## src/include/muldiv_config.svh

```systemverilog
`ifndef MULDIV_CONFIG_SVH
`define MULDIV_CONFIG_SVH

// operand and result width
`define MULDIV_XLEN 32

// OP major opcode and the funct7 of the M extension
`define MULDIV_OPCODE_OP 7'b0110011
`define MULDIV_FUNCT7 7'b0000001

// one quotient bit per step
`define MULDIV_DIV_STEPS `MULDIV_XLEN

`endif
```

## src/hdl/muldiv_pkg.sv

```systemverilog
`default_nettype none
`include "muldiv_config.svh"

package muldiv_pkg;

    // ------------------------------------------------------------
    // width types
    // ------------------------------------------------------------
    typedef logic [`MULDIV_XLEN-1:0]   word_t;
    typedef logic [2*`MULDIV_XLEN-1:0] dword_t;
    typedef logic [2:0]                funct3_t;

    // ------------------------------------------------------------
    // state machines
    // ------------------------------------------------------------
    typedef enum logic [1:0] {MUL_IDLE, MUL_EXEC, MUL_RET} mul_state_e;
    typedef enum logic [1:0] {DIV_IDLE, DIV_CHECK, DIV_EXEC, DIV_RET} div_state_e;

    // ------------------------------------------------------------
    // inter-module bundles
    // ------------------------------------------------------------
    typedef struct packed {
        logic is_div;       // DIV/DIVU/REM/REMU
        logic src1_signed;
        logic src2_signed;
        logic is_high;      // upper half of the product
        logic is_rem;
        logic neg_quot;     // operand signs differ
        logic neg_rem;      // dividend negative
    } muldiv_op_t;

    typedef struct packed {
        logic   done;
        dword_t product;
    } mul_out_t;

    typedef struct packed {
        logic  done;
        logic  by_zero;
        word_t quot;        // unsigned magnitudes
        word_t rem;
    } div_out_t;

endpackage

`default_nettype wire

```

## src/hdl/muldiv_top.sv

```systemverilog
`timescale 1ns/1ps
`default_nettype none
`include "muldiv_config.svh"

module muldiv_top import muldiv_pkg::*; (
    input  logic        clk_i,
    input  logic        rst,
    input  logic        valid_i,
    input  logic [31:0] instr_i,
    input  word_t       src1_i,
    input  word_t       src2_i,
    output logic        busy_o,
    output logic        done_o,
    output word_t       rslt_o
);

    logic       mul_start;
    logic       div_start;
    muldiv_op_t op;
    mul_out_t   mul_out;
    div_out_t   div_out;

    muldiv_decode u_decode (
        .clk_i       (clk_i),
        .rst         (rst),
        .valid_i     (valid_i),
        .instr_i     (instr_i),
        .src1_i      (src1_i),
        .src2_i      (src2_i),
        .done_i      (done_o),        // result done clears busy
        .busy_o      (busy_o),
        .mul_start_o (mul_start),
        .div_start_o (div_start),
        .op_o        (op)
    );

    mul_exec u_mul (
        .clk_i   (clk_i),
        .rst     (rst),
        .start_i (mul_start),
        .op_i    (op),
        .src1_i  (src1_i),
        .src2_i  (src2_i),
        .out_o   (mul_out)
    );

    div_exec u_div (
        .clk_i   (clk_i),
        .rst     (rst),
        .start_i (div_start),
        .op_i    (op),
        .src1_i  (src1_i),
        .src2_i  (src2_i),
        .out_o   (div_out)
    );

    muldiv_result u_result (
        .clk_i      (clk_i),
        .rst        (rst),
        .op_valid_i ({div_start, mul_start}),
        .op_i       (op),
        .mul_i      (mul_out),
        .div_i      (div_out),
        .done_o     (done_o),
        .rslt_o     (rslt_o)
    );

endmodule

`default_nettype wire

```

## src/hdl/muldiv_result.sv

```systemverilog
`timescale 1ns/1ps
`default_nettype none
`include "muldiv_config.svh"

module muldiv_result import muldiv_pkg::*; (
    input  logic       clk_i,
    input  logic       rst,
    input  logic [1:0] op_valid_i,    // {div_start, mul_start}
    input  muldiv_op_t op_i,
    input  mul_out_t   mul_i,
    input  div_out_t   div_i,
    output logic       done_o,
    output word_t      rslt_o
);

    muldiv_op_t op_q;
    word_t      mul_rslt;
    word_t      div_sel;
    logic       div_neg;
    word_t      div_rslt;
    logic       done_q;
    word_t      rslt_q;

    always_ff @(posedge clk_i) begin
        if (|op_valid_i) begin
            op_q <= op_i;
        end
    end

    assign mul_rslt = op_q.is_high ? mul_i.product[2*`MULDIV_XLEN-1:`MULDIV_XLEN]
                                   : mul_i.product[`MULDIV_XLEN-1:0];

    // sign fix-up, all-ones quotient of a zero divisor stays as is
    assign div_sel  = op_q.is_rem ? div_i.rem : div_i.quot;
    assign div_neg  = op_q.is_rem ? op_q.neg_rem : (op_q.neg_quot && !div_i.by_zero);
    assign div_rslt = div_neg ? ~div_sel + 1'b1 : div_sel;

    always_ff @(posedge clk_i) begin
        if (rst) begin
            done_q <= 1'b0;
            rslt_q <= '0;
        end else begin
            done_q <= mul_i.done || div_i.done;
            if (mul_i.done || div_i.done) begin
                rslt_q <= op_q.is_div ? div_rslt : mul_rslt;   // held until next done
            end
        end
    end

    assign done_o = done_q;
    assign rslt_o = rslt_q;

endmodule

`default_nettype wire

```

## src/hdl/div_exec.sv

```systemverilog
`timescale 1ns/1ps
`default_nettype none
`include "muldiv_config.svh"

module div_exec import muldiv_pkg::*; (
    input  logic       clk_i,
    input  logic       rst,
    input  logic       start_i,
    input  muldiv_op_t op_i,
    input  word_t      src1_i,
    input  word_t      src2_i,
    output div_out_t   out_o
);

    localparam int CNT_W = $clog2(`MULDIV_DIV_STEPS);

    div_state_e               state;
    div_state_e               state_nxt;
    word_t                    src1_mag;
    word_t                    src2_mag;
    word_t                    dvsr_q;
    word_t                    rem_q;
    word_t                    quot_q;      // dividend shifts out, quotient shifts in
    logic                     by_zero_q;
    logic [CNT_W-1:0]         cnt_q;
    logic [`MULDIV_XLEN:0]    shifted;     // partial remainder with next dividend bit
    logic [`MULDIV_XLEN+1:0]  diff;
    logic                     q_bit;

    // magnitudes of signed operands
    assign src1_mag = (op_i.src1_signed && src1_i[`MULDIV_XLEN-1]) ? ~src1_i + 1'b1 : src1_i;
    assign src2_mag = (op_i.src2_signed && src2_i[`MULDIV_XLEN-1]) ? ~src2_i + 1'b1 : src2_i;

    assign shifted = {rem_q, quot_q[`MULDIV_XLEN-1]};
    assign diff    = {1'b0, shifted} - {2'b00, dvsr_q};
    assign q_bit   = !diff[`MULDIV_XLEN+1];     // no borrow, subtract sticks

    // ------------------------------------------------------------
    // control
    // ------------------------------------------------------------
    always_comb begin
        state_nxt = state;
        case (state)
            DIV_IDLE:  if (start_i) state_nxt = DIV_CHECK;
            DIV_CHECK: state_nxt = (dvsr_q == '0) ? DIV_RET : DIV_EXEC;
            DIV_EXEC:  if (cnt_q == '0) state_nxt = DIV_RET;
            default:   state_nxt = DIV_IDLE;
        endcase
    end

    always_ff @(posedge clk_i) begin
        if (rst) begin
            state <= DIV_IDLE;
        end else begin
            state <= state_nxt;
        end
    end

    // ------------------------------------------------------------
    // restoring shift-subtract datapath
    // ------------------------------------------------------------
    always_ff @(posedge clk_i) begin
        case (state)
            DIV_IDLE: begin
                if (start_i) begin
                    quot_q <= src1_mag;
                    dvsr_q <= src2_mag;
                    rem_q  <= '0;
                end
            end
            DIV_CHECK: begin
                by_zero_q <= (dvsr_q == '0);
                cnt_q     <= CNT_W'(`MULDIV_DIV_STEPS - 1);
                if (dvsr_q == '0) begin
                    rem_q  <= quot_q;           // remainder is the dividend
                    quot_q <= '1;
                end
            end
            DIV_EXEC: begin
                cnt_q  <= cnt_q - 1'b1;
                rem_q  <= q_bit ? diff[`MULDIV_XLEN-1:0] : shifted[`MULDIV_XLEN-1:0];
                quot_q <= {quot_q[`MULDIV_XLEN-2:0], q_bit};
            end
            default: begin
            end
        endcase
    end

    assign out_o.done    = (state == DIV_RET);
    assign out_o.by_zero = by_zero_q;
    assign out_o.quot    = quot_q;
    assign out_o.rem     = rem_q;

endmodule

`default_nettype wire

```

## src/hdl/mul_exec.sv

```systemverilog
`timescale 1ns/1ps
`default_nettype none
`include "muldiv_config.svh"

module mul_exec import muldiv_pkg::*; (
    input  logic       clk_i,
    input  logic       rst,
    input  logic       start_i,
    input  muldiv_op_t op_i,
    input  word_t      src1_i,
    input  word_t      src2_i,
    output mul_out_t   out_o
);

    mul_state_e                    state;
    logic signed [`MULDIV_XLEN:0]  mcand_q;     // 33 bit, sign or zero extended
    logic signed [`MULDIV_XLEN:0]  mplier_q;
    logic signed [2*`MULDIV_XLEN+1:0] full_prod;
    dword_t                        product_q;

    assign full_prod = mcand_q * mplier_q;

    // ------------------------------------------------------------
    // control
    // ------------------------------------------------------------
    always_ff @(posedge clk_i) begin
        if (rst) begin
            state <= MUL_IDLE;
        end else begin
            case (state)
                MUL_IDLE: if (start_i) state <= MUL_EXEC;
                MUL_EXEC: state <= MUL_RET;
                default:  state <= MUL_IDLE;    // ret lasts one cycle
            endcase
        end
    end

    // ------------------------------------------------------------
    // datapath
    // ------------------------------------------------------------
    always_ff @(posedge clk_i) begin
        if (state == MUL_IDLE && start_i) begin
            mcand_q  <= {op_i.src1_signed && src1_i[`MULDIV_XLEN-1], src1_i};
            mplier_q <= {op_i.src2_signed && src2_i[`MULDIV_XLEN-1], src2_i};
        end
        if (state == MUL_EXEC) begin
            product_q <= full_prod[2*`MULDIV_XLEN-1:0];
        end
    end

    assign out_o.done    = (state == MUL_RET);
    assign out_o.product = product_q;

endmodule

`default_nettype wire

```

## src/hdl/muldiv_decode.sv

```systemverilog
`timescale 1ns/1ps
`default_nettype none
`include "muldiv_config.svh"

module muldiv_decode import muldiv_pkg::*; (
    input  logic        clk_i,
    input  logic        rst,
    input  logic        valid_i,
    input  logic [31:0] instr_i,
    input  word_t       src1_i,
    input  word_t       src2_i,
    input  logic        done_i,
    output logic        busy_o,
    output logic        mul_start_o,
    output logic        div_start_o,
    output muldiv_op_t  op_o
);

    funct3_t funct3;
    logic    is_m;
    logic    accept;
    logic    s1_signed;
    logic    s2_signed;
    logic    busy_q;

    assign funct3 = instr_i[14:12];
    assign is_m   = (instr_i[6:0] == `MULDIV_OPCODE_OP) &&
                    (instr_i[31:25] == `MULDIV_FUNCT7);
    assign accept = valid_i && !busy_q && is_m;    // requests while busy are dropped

    assign mul_start_o = accept && !funct3[2];
    assign div_start_o = accept && funct3[2];

    // MULH, MULHSU, DIV and REM read src1 as signed; MULH, DIV and REM also src2
    assign s1_signed = (funct3 == 3'b001) || (funct3 == 3'b010) ||
                       (funct3 == 3'b100) || (funct3 == 3'b110);
    assign s2_signed = (funct3 == 3'b001) || (funct3 == 3'b100) || (funct3 == 3'b110);

    always_comb begin
        op_o.is_div      = funct3[2];
        op_o.src1_signed = s1_signed;
        op_o.src2_signed = s2_signed;
        op_o.is_high     = !funct3[2] && (funct3[1:0] != 2'b00);   // MUL keeps low half
        op_o.is_rem      = funct3[2] && funct3[1];
        op_o.neg_quot    = funct3[2] && s1_signed &&
                           (src1_i[`MULDIV_XLEN-1] ^ src2_i[`MULDIV_XLEN-1]);
        op_o.neg_rem     = funct3[2] && s1_signed && src1_i[`MULDIV_XLEN-1];
    end

    // busy from start until the result module reports done
    always_ff @(posedge clk_i) begin
        if (rst) begin
            busy_q <= 1'b0;
        end else if (mul_start_o || div_start_o) begin
            busy_q <= 1'b1;
        end else if (done_i) begin
            busy_q <= 1'b0;
        end
    end

    assign busy_o = busy_q;

endmodule

`default_nettype wire

```

## config.mk

```make
export PLATFORM = sky130hd
export DESIGN_NAME = muldiv_top
export DESIGN_NICKNAME = d
export VERILOG_FILES = /design/src/hdl/muldiv_pkg.sv /design/src/hdl/muldiv_top.sv /design/src/hdl/muldiv_result.sv /design/src/hdl/div_exec.sv /design/src/hdl/mul_exec.sv /design/src/hdl/muldiv_decode.sv
export VERILOG_INCLUDE_DIRS = /design/src /design/src/include
export SDC_FILE = /design/constraint.sdc
export NUM_CORES = 2
export LEC_CHECK = 0
export BUFFER_PORTS_ARGS = -buffer_cell sky130_fd_sc_hd__buf_2
export CAP_MARGIN = 15
export CORE_MARGIN = 2
export CORE_UTILIZATION = 25
export CTS_CLUSTER_SIZE = 12
export DETAILED_ROUTE_END_ITERATION = 7
export PLACE_DENSITY_LB_ADDON = 0.12
export SYNTH_ARGS = -nofsm -noshare
export SYNTH_HDL_FRONTEND = slang
export SYNTH_SLANG_ARGS = --single-unit
```

## constraint.sdc

```tcl
create_clock -name clk_i -period 8.01 [get_ports clk_i]
set_input_delay 1.2015 -clock clk_i [delete_from_list [all_inputs] [get_ports clk_i]]
set_output_delay 1.2015 -clock clk_i [all_outputs]
set_load 0.005 [all_outputs]
```

==> impl_metrics.prom <==
# TYPE chip_impl_metric gauge
chip_impl_metric{name="gp_routability_congestion",unit=""} 0.8586
chip_impl_metric{name="clock.fmax",unit="MHz"} 127.8
chip_impl_metric{name="crit_path_max_incr_delay",unit="ns"} 0.56
chip_impl_metric{name="postSynthRegisterBits",unit=""} 275
chip_impl_metric{name="share_of_final_layout_standard_cells_stronger_than_drive_strength_1",unit="%"} 12.35
chip_impl_metric{name="grt_pass1_vias",unit=""} 42290
chip_impl_metric{name="critical_path.max_fanout",unit=""} 15
chip_impl_info{name="cp-start-kind",value="register"} 1
chip_impl_info{name="clock_tree_from_tritoncts",value="done"} 1
chip_impl_metric{name="power.total",unit="mW"} 3.980
chip_impl_info{name="status",value="completed"} 1
chip_impl_info{name="post_synth_main_area_contributors",value="sky130_fd_sc_hd__fa_1, sky130_fd_sc_hd__edfxtp_1, sky130_fd_sc_hd__inv_1"} 1
chip_impl_metric{name="place_hpwl",unit="µm"} 153600
chip_impl_metric{name="grt_first_pass_wirelength",unit="µm"} 275900
chip_impl_metric{name="area_growth_syn_to_layout",unit="%"} 16.60
chip_impl_metric{name="clock_sink_count",unit=""} 275
chip_impl_info{name="worst_setup_path_endpoint",value="u_mul.product_q[60]"} 1
chip_impl_info{name="criticalPathCategory",value="reg2reg"} 1
chip_impl_info{name="worst_setup_path_start",value="u_mul.mplier_q[0]"} 1
chip_impl_metric{name="placementRows",unit=""} 168
chip_impl_metric{name="slew_viol_final",unit=""} 0
chip_impl_metric{name="post-place-cells",unit=""} 8579
chip_impl_info{name="worst_path_max_delay_cell",value="sky130_fd_sc_hd__fa_1"} 1
chip_impl_metric{name="ys_async_sr_fraction",unit="%"} 0
chip_impl_metric{name="synthDominantCellAreaShare",unit="%"} 42.61
chip_impl_info{name="worst_r2r_endpoint",value="u_mul.product_q[60]"} 1
chip_impl_metric{name="groute.usage.overall",unit="%"} 16.86
chip_impl_metric{name="critPathArrivalTime",unit="ns"} 8.20
chip_impl_metric{name="cts-hold-fix-buffers",unit=""} 0
chip_impl_metric{name="clkTransAtPathRegs",unit="ns"} 0.06
chip_impl_metric{name="initial_utilization",unit="%"} 25.19
chip_impl_info{name="cp_endpoint_kind",value="register"} 1
chip_impl_metric{name="postRouteAntennaNets",unit=""} 0
chip_impl_metric{name="cts_buffers",unit=""} 30
chip_impl_metric{name="io_pins",unit=""} 133
chip_impl_info{name="ys.flop_type",value="sky130_fd_sc_hd__edfxtp_1"} 1
chip_impl_metric{name="yosys.cell_types.count",unit=""} 82
chip_impl_metric{name="fin_ws",unit="ns"} 0.1875
chip_impl_metric{name="clockBufferDepth",unit=""} 3
chip_impl_metric{name="ff2ff_path_depth",unit=""} 29
chip_impl_metric{name="ir_drop",unit="mV"} 0.1749
chip_impl_metric{name="remaining_drc_errors",unit=""} 0
chip_impl_metric{name="number_of_antenna_violations_at_the_first_check_in_global_routing",unit=""} 18
chip_impl_metric{name="synth.net_count",unit=""} 6999
chip_impl_metric{name="final-instance-count-excl-fill",unit=""} 8655
chip_impl_metric{name="via_count",unit=""} 38030
chip_impl_metric{name="floorplan.die.width",unit="µm"} 464.0
chip_impl_info{name="timing.critical_path.max_delay_family",value="adder cells"} 1
chip_impl_metric{name="place_worst_setup_slack",unit="ns"} -0.2982
chip_impl_metric{name="pwr_density_cell",unit="nW/µm²"} 64.53
chip_impl_metric{name="clock_skew",unit="ns"} 0.03291
chip_impl_info{name="grt_setup_unrepaired",value="yes"} 1
chip_impl_metric{name="grt_max_degree",unit=""} 66
chip_impl_metric{name="port-buffer-count",unit=""} 117
chip_impl_info{name="hold_path.class",value="reg2reg"} 1
chip_impl_metric{name="dr.first_iter.drc_count",unit=""} 2061
chip_impl_metric{name="fp.dieArea",unit="µm²"} 215300
chip_impl_metric{name="routed_wl",unit="µm"} 180500
chip_impl_metric{name="r2r_setup_slack",unit="ns"} 0.19
chip_impl_metric{name="drt_pass1_iterations",unit=""} 5
chip_impl_metric{name="final_hold_violation_count",unit=""} 0
chip_impl_metric{name="final.min_clock_period",unit="ns"} 7.823
chip_impl_info{name="cts_root_buf",value="sky130_fd_sc_hd__clkbuf_16"} 1
chip_impl_metric{name="synth_edf_count",unit=""} 237
chip_impl_info{name="reg2reg_from",value="u_mul.mplier_q[0]"} 1
chip_impl_metric{name="worst-endpoint-required",unit="ns"} 8.39
chip_impl_metric{name="synthCells",unit=""} 5522
chip_impl_metric{name="insertion_delay_of_the_later_clocked_pin_in_the_worst_skew_pair",unit="ns"} 0.63
chip_impl_metric{name="mappedNetlistArea",unit="µm²"} 52900
chip_impl_metric{name="ys_warn_count",unit=""} 0
chip_impl_metric{name="overflow",unit=""} 0
chip_impl_metric{name="crit_buf_inv",unit=""} 9
chip_impl_metric{name="vias_per_cell",unit=""} 4.394
chip_impl_info{name="synth_area_leader_cell",value="sky130_fd_sc_hd__fa_1"} 1
chip_impl_metric{name="synth_sequential_area_ratio",unit="%"} 14.89
chip_impl_metric{name="cp_num_cells",unit=""} 29
chip_impl_metric{name="routed_wire_length_per_instance",unit="µm"} 20.86
chip_impl_metric{name="maxCapViolations",unit=""} 0
chip_impl_metric{name="final_nets",unit=""} 7299
chip_impl_metric{name="max_slew.worst_pin.slew",unit="ns"} 0.9276
chip_impl_metric{name="setup_viol",unit=""} 0
chip_impl_metric{name="htreeDepth",unit=""} 1
chip_impl_metric{name="min_period_over_period",unit="%"} 97.66
chip_impl_metric{name="fp.dieH",unit="µm"} 464.0
chip_impl_metric{name="p_leak",unit="nW"} 28.40
chip_impl_info{name="critPathMostFrequentCell",value="sky130_fd_sc_hd__fa_1"} 1
chip_impl_metric{name="maxSlewHeadroom",unit="%"} 38.16
chip_impl_metric{name="synth.avg_cell_area",unit="µm²"} 9.580
chip_impl_metric{name="core",unit="µm²"} 210000
[cell families (layout without fill, tap and decap cells)]
kind of cell             Yosys count  after routing  share of synthesized area (%)
AO/OA/AOI/OAI                    559            559                          6.696
AND/OR/NAND/NOR                 1613           1613                          15.16
flip-flops                       275            275                          14.89
other                              0              5                              0
XOR/XNOR                         188            188                          3.113
adder cells (fa/ha/maj)         1378           1378                          48.57
multiplexers                      58             58                          1.121
buffers and inverters           1451           1774                          10.45
[per-layer routing]
layer  track usage (%)  share of wire (%)  up-vias
met1             24.82                 49    19910
met4             2.635                1.7        0
met5                 0                  0        -
met3            0.7062                2.9      108
met2             27.81                 46      648
li1                  -                  -    17370
[cells in the mapped netlist (9+ instances only)]
master and instances:
sky130_fd_sc_hd__o31ai_1 13, sky130_fd_sc_hd__o21bai_1 19, sky130_fd_sc_hd__and3_1 12, sky130_fd_sc_hd__xnor2_1 111, sky130_fd_sc_hd__buf_2 11, sky130_fd_sc_hd__inv_1 1163
sky130_fd_sc_hd__clkbuf_1 262, sky130_fd_sc_hd__a211oi_1 59, sky130_fd_sc_hd__and2_1 546, sky130_fd_sc_hd__o21ai_1 16, sky130_fd_sc_hd__o21ai_0 92, sky130_fd_sc_hd__nor3_1 61
sky130_fd_sc_hd__or3_1 17, sky130_fd_sc_hd__a31oi_1 15, sky130_fd_sc_hd__fa_1 1126, sky130_fd_sc_hd__a32oi_1 9, sky130_fd_sc_hd__edfxtp_1 237, sky130_fd_sc_hd__mux2i_1 52
sky130_fd_sc_hd__nand3_1 22, sky130_fd_sc_hd__a21o_1 37, sky130_fd_sc_hd__nor4_1 25, sky130_fd_sc_hd__xor2_1 77, sky130_fd_sc_hd__a21oi_1 209, sky130_fd_sc_hd__nor2_1 179
sky130_fd_sc_hd__nand4_1 22, sky130_fd_sc_hd__nand2b_1 21, sky130_fd_sc_hd__dfxtp_1 38, sky130_fd_sc_hd__ha_1 252, sky130_fd_sc_hd__nor2b_1 51, sky130_fd_sc_hd__nand2_1 626
sky130_fd_sc_hd__o21a_1 11
[how the worst min path moves through the flow]
| stage | from | to | slack, ns | depth (start not counted) |
|---|---|---|---|---|
| floorplan | u_div.state[0] | u_div.state[0] | 0.47 | 2 |
| global placement | u_result.rslt_o[3] | u_result.rslt_o[3] | 0.47 | 2 |
| detailed placement | u_result.rslt_o[3] | u_result.rslt_o[3] | 0.48 | 2 |
| CTS | u_result.rslt_o[3] | u_result.rslt_o[3] | 0.49 | 2 |
| global route | u_result.rslt_o[4] | u_result.rslt_o[4] | 0.52 | 2 |
| finish | u_result.rslt_o[3] | u_result.rslt_o[3] | 0.48 | 2 |
[cell type report]
| type | instances | area (µm²) |
|---|---|---|
| Timing Repair Buffer | 556 | 5010 |
| Fill cell | 22190 | 148300 |
| Sequential cell | 275 | 7878 |
| Tap cell | 2805 | 3510 |
| Inverter | 1163 | 4365 |
| Multi-Input combinational cell | 3796 | 39980 |
| Antenna cell | 5 | 12.51 |
| Clock buffer | 45 | 838.3 |
| Clock inverter | 10 | 83.83 |
[power by group]
part	switching, mW	total, mW	internal (mW)
logic	0.526	0.823	0.297
registers	0.101	1.78	1.68
clock network	0.650	1.38	0.727
[state kept, by name, summed over array words and instances, names as in the netlist, 5 cells and up]
register	flops
u_div.cnt_q	5
u_div.dvsr_q	32
u_div.quot_q	32
u_div.rem_q	32
u_mul.mcand_q	33
u_mul.mplier_q	33
u_mul.product_q	64
u_result.op_q	5
u_result.rslt_o	32
[repair_timing]
item,4_1_cts,5_1_grt
cloned,0,3
gates resized for setup,27,85
pin swaps,5,45
endpoints found under the setup margin,11,25
buffers inserted,1,12
[worst reg2reg max path: cells and delay by family (launching register included)]
| kind | cells | cell delay, ns |
|---|---|---|
| and+or+nand+nor | 4 | 0.82 |
| AOI/OAI and AO/OA | 6 | 1.12 |
| DFF | 1 | 0.43 |
| buffers and inverters | 9 | 0.82 |
| xor gates and xnor gates | 1 | 0.09 |
| adders and majority gates | 9 | 4.35 |
[through the flow]
step           TNS (ns)  cell area [µm²]  hold slack, ns  utilization, %
4_1_cts               0            61130          0.4912           29.11
3_3_place_gp     -1.477            60080          0.4679           28.61
2_1_floorplan         0            52900          0.4703               -
6_report              0            61680          0.4845           29.37
3_5_place_dp     -1.262            60080          0.4755           28.61
5_1_grt          -1.078            61670          0.5235           29.37
[cells in the final DEF (no fill, tap or decap), types with 10 or more instances in the layout]
cell type	n
sky130_fd_sc_hd__inv_1	1153
sky130_fd_sc_hd__fa_1	1105
sky130_fd_sc_hd__nand2_1	624
sky130_fd_sc_hd__and2_1	546
sky130_fd_sc_hd__buf_4	344
sky130_fd_sc_hd__ha_1	240
sky130_fd_sc_hd__edfxtp_1	237
sky130_fd_sc_hd__a21oi_1	195
sky130_fd_sc_hd__nor2_1	177
sky130_fd_sc_hd__buf_2	117
sky130_fd_sc_hd__xnor2_1	111
sky130_fd_sc_hd__o21ai_0	86
sky130_fd_sc_hd__buf_12	83
sky130_fd_sc_hd__xor2_1	77
sky130_fd_sc_hd__a211oi_1	57
sky130_fd_sc_hd__nor3_1	57
sky130_fd_sc_hd__mux2i_1	52
sky130_fd_sc_hd__nor2b_1	51
sky130_fd_sc_hd__dfxtp_1	38
sky130_fd_sc_hd__a21o_1	37
sky130_fd_sc_hd__clkbuf_16	34
sky130_fd_sc_hd__nand4_1	22
sky130_fd_sc_hd__nand2b_1	21
sky130_fd_sc_hd__nor4_1	21
sky130_fd_sc_hd__fa_2	21
sky130_fd_sc_hd__nand3_1	20
sky130_fd_sc_hd__o21ai_1	19
sky130_fd_sc_hd__o21bai_1	18
sky130_fd_sc_hd__or3_1	17
sky130_fd_sc_hd__a31oi_1	15
sky130_fd_sc_hd__a21oi_2	13
sky130_fd_sc_hd__clkbuf_1	13
sky130_fd_sc_hd__and3_1	12
sky130_fd_sc_hd__o21a_1	11
sky130_fd_sc_hd__ha_4	11
sky130_fd_sc_hd__inv_2	10
sky130_fd_sc_hd__o31ai_1	10
No activity file was read; power rests on OpenSTA's default activity.
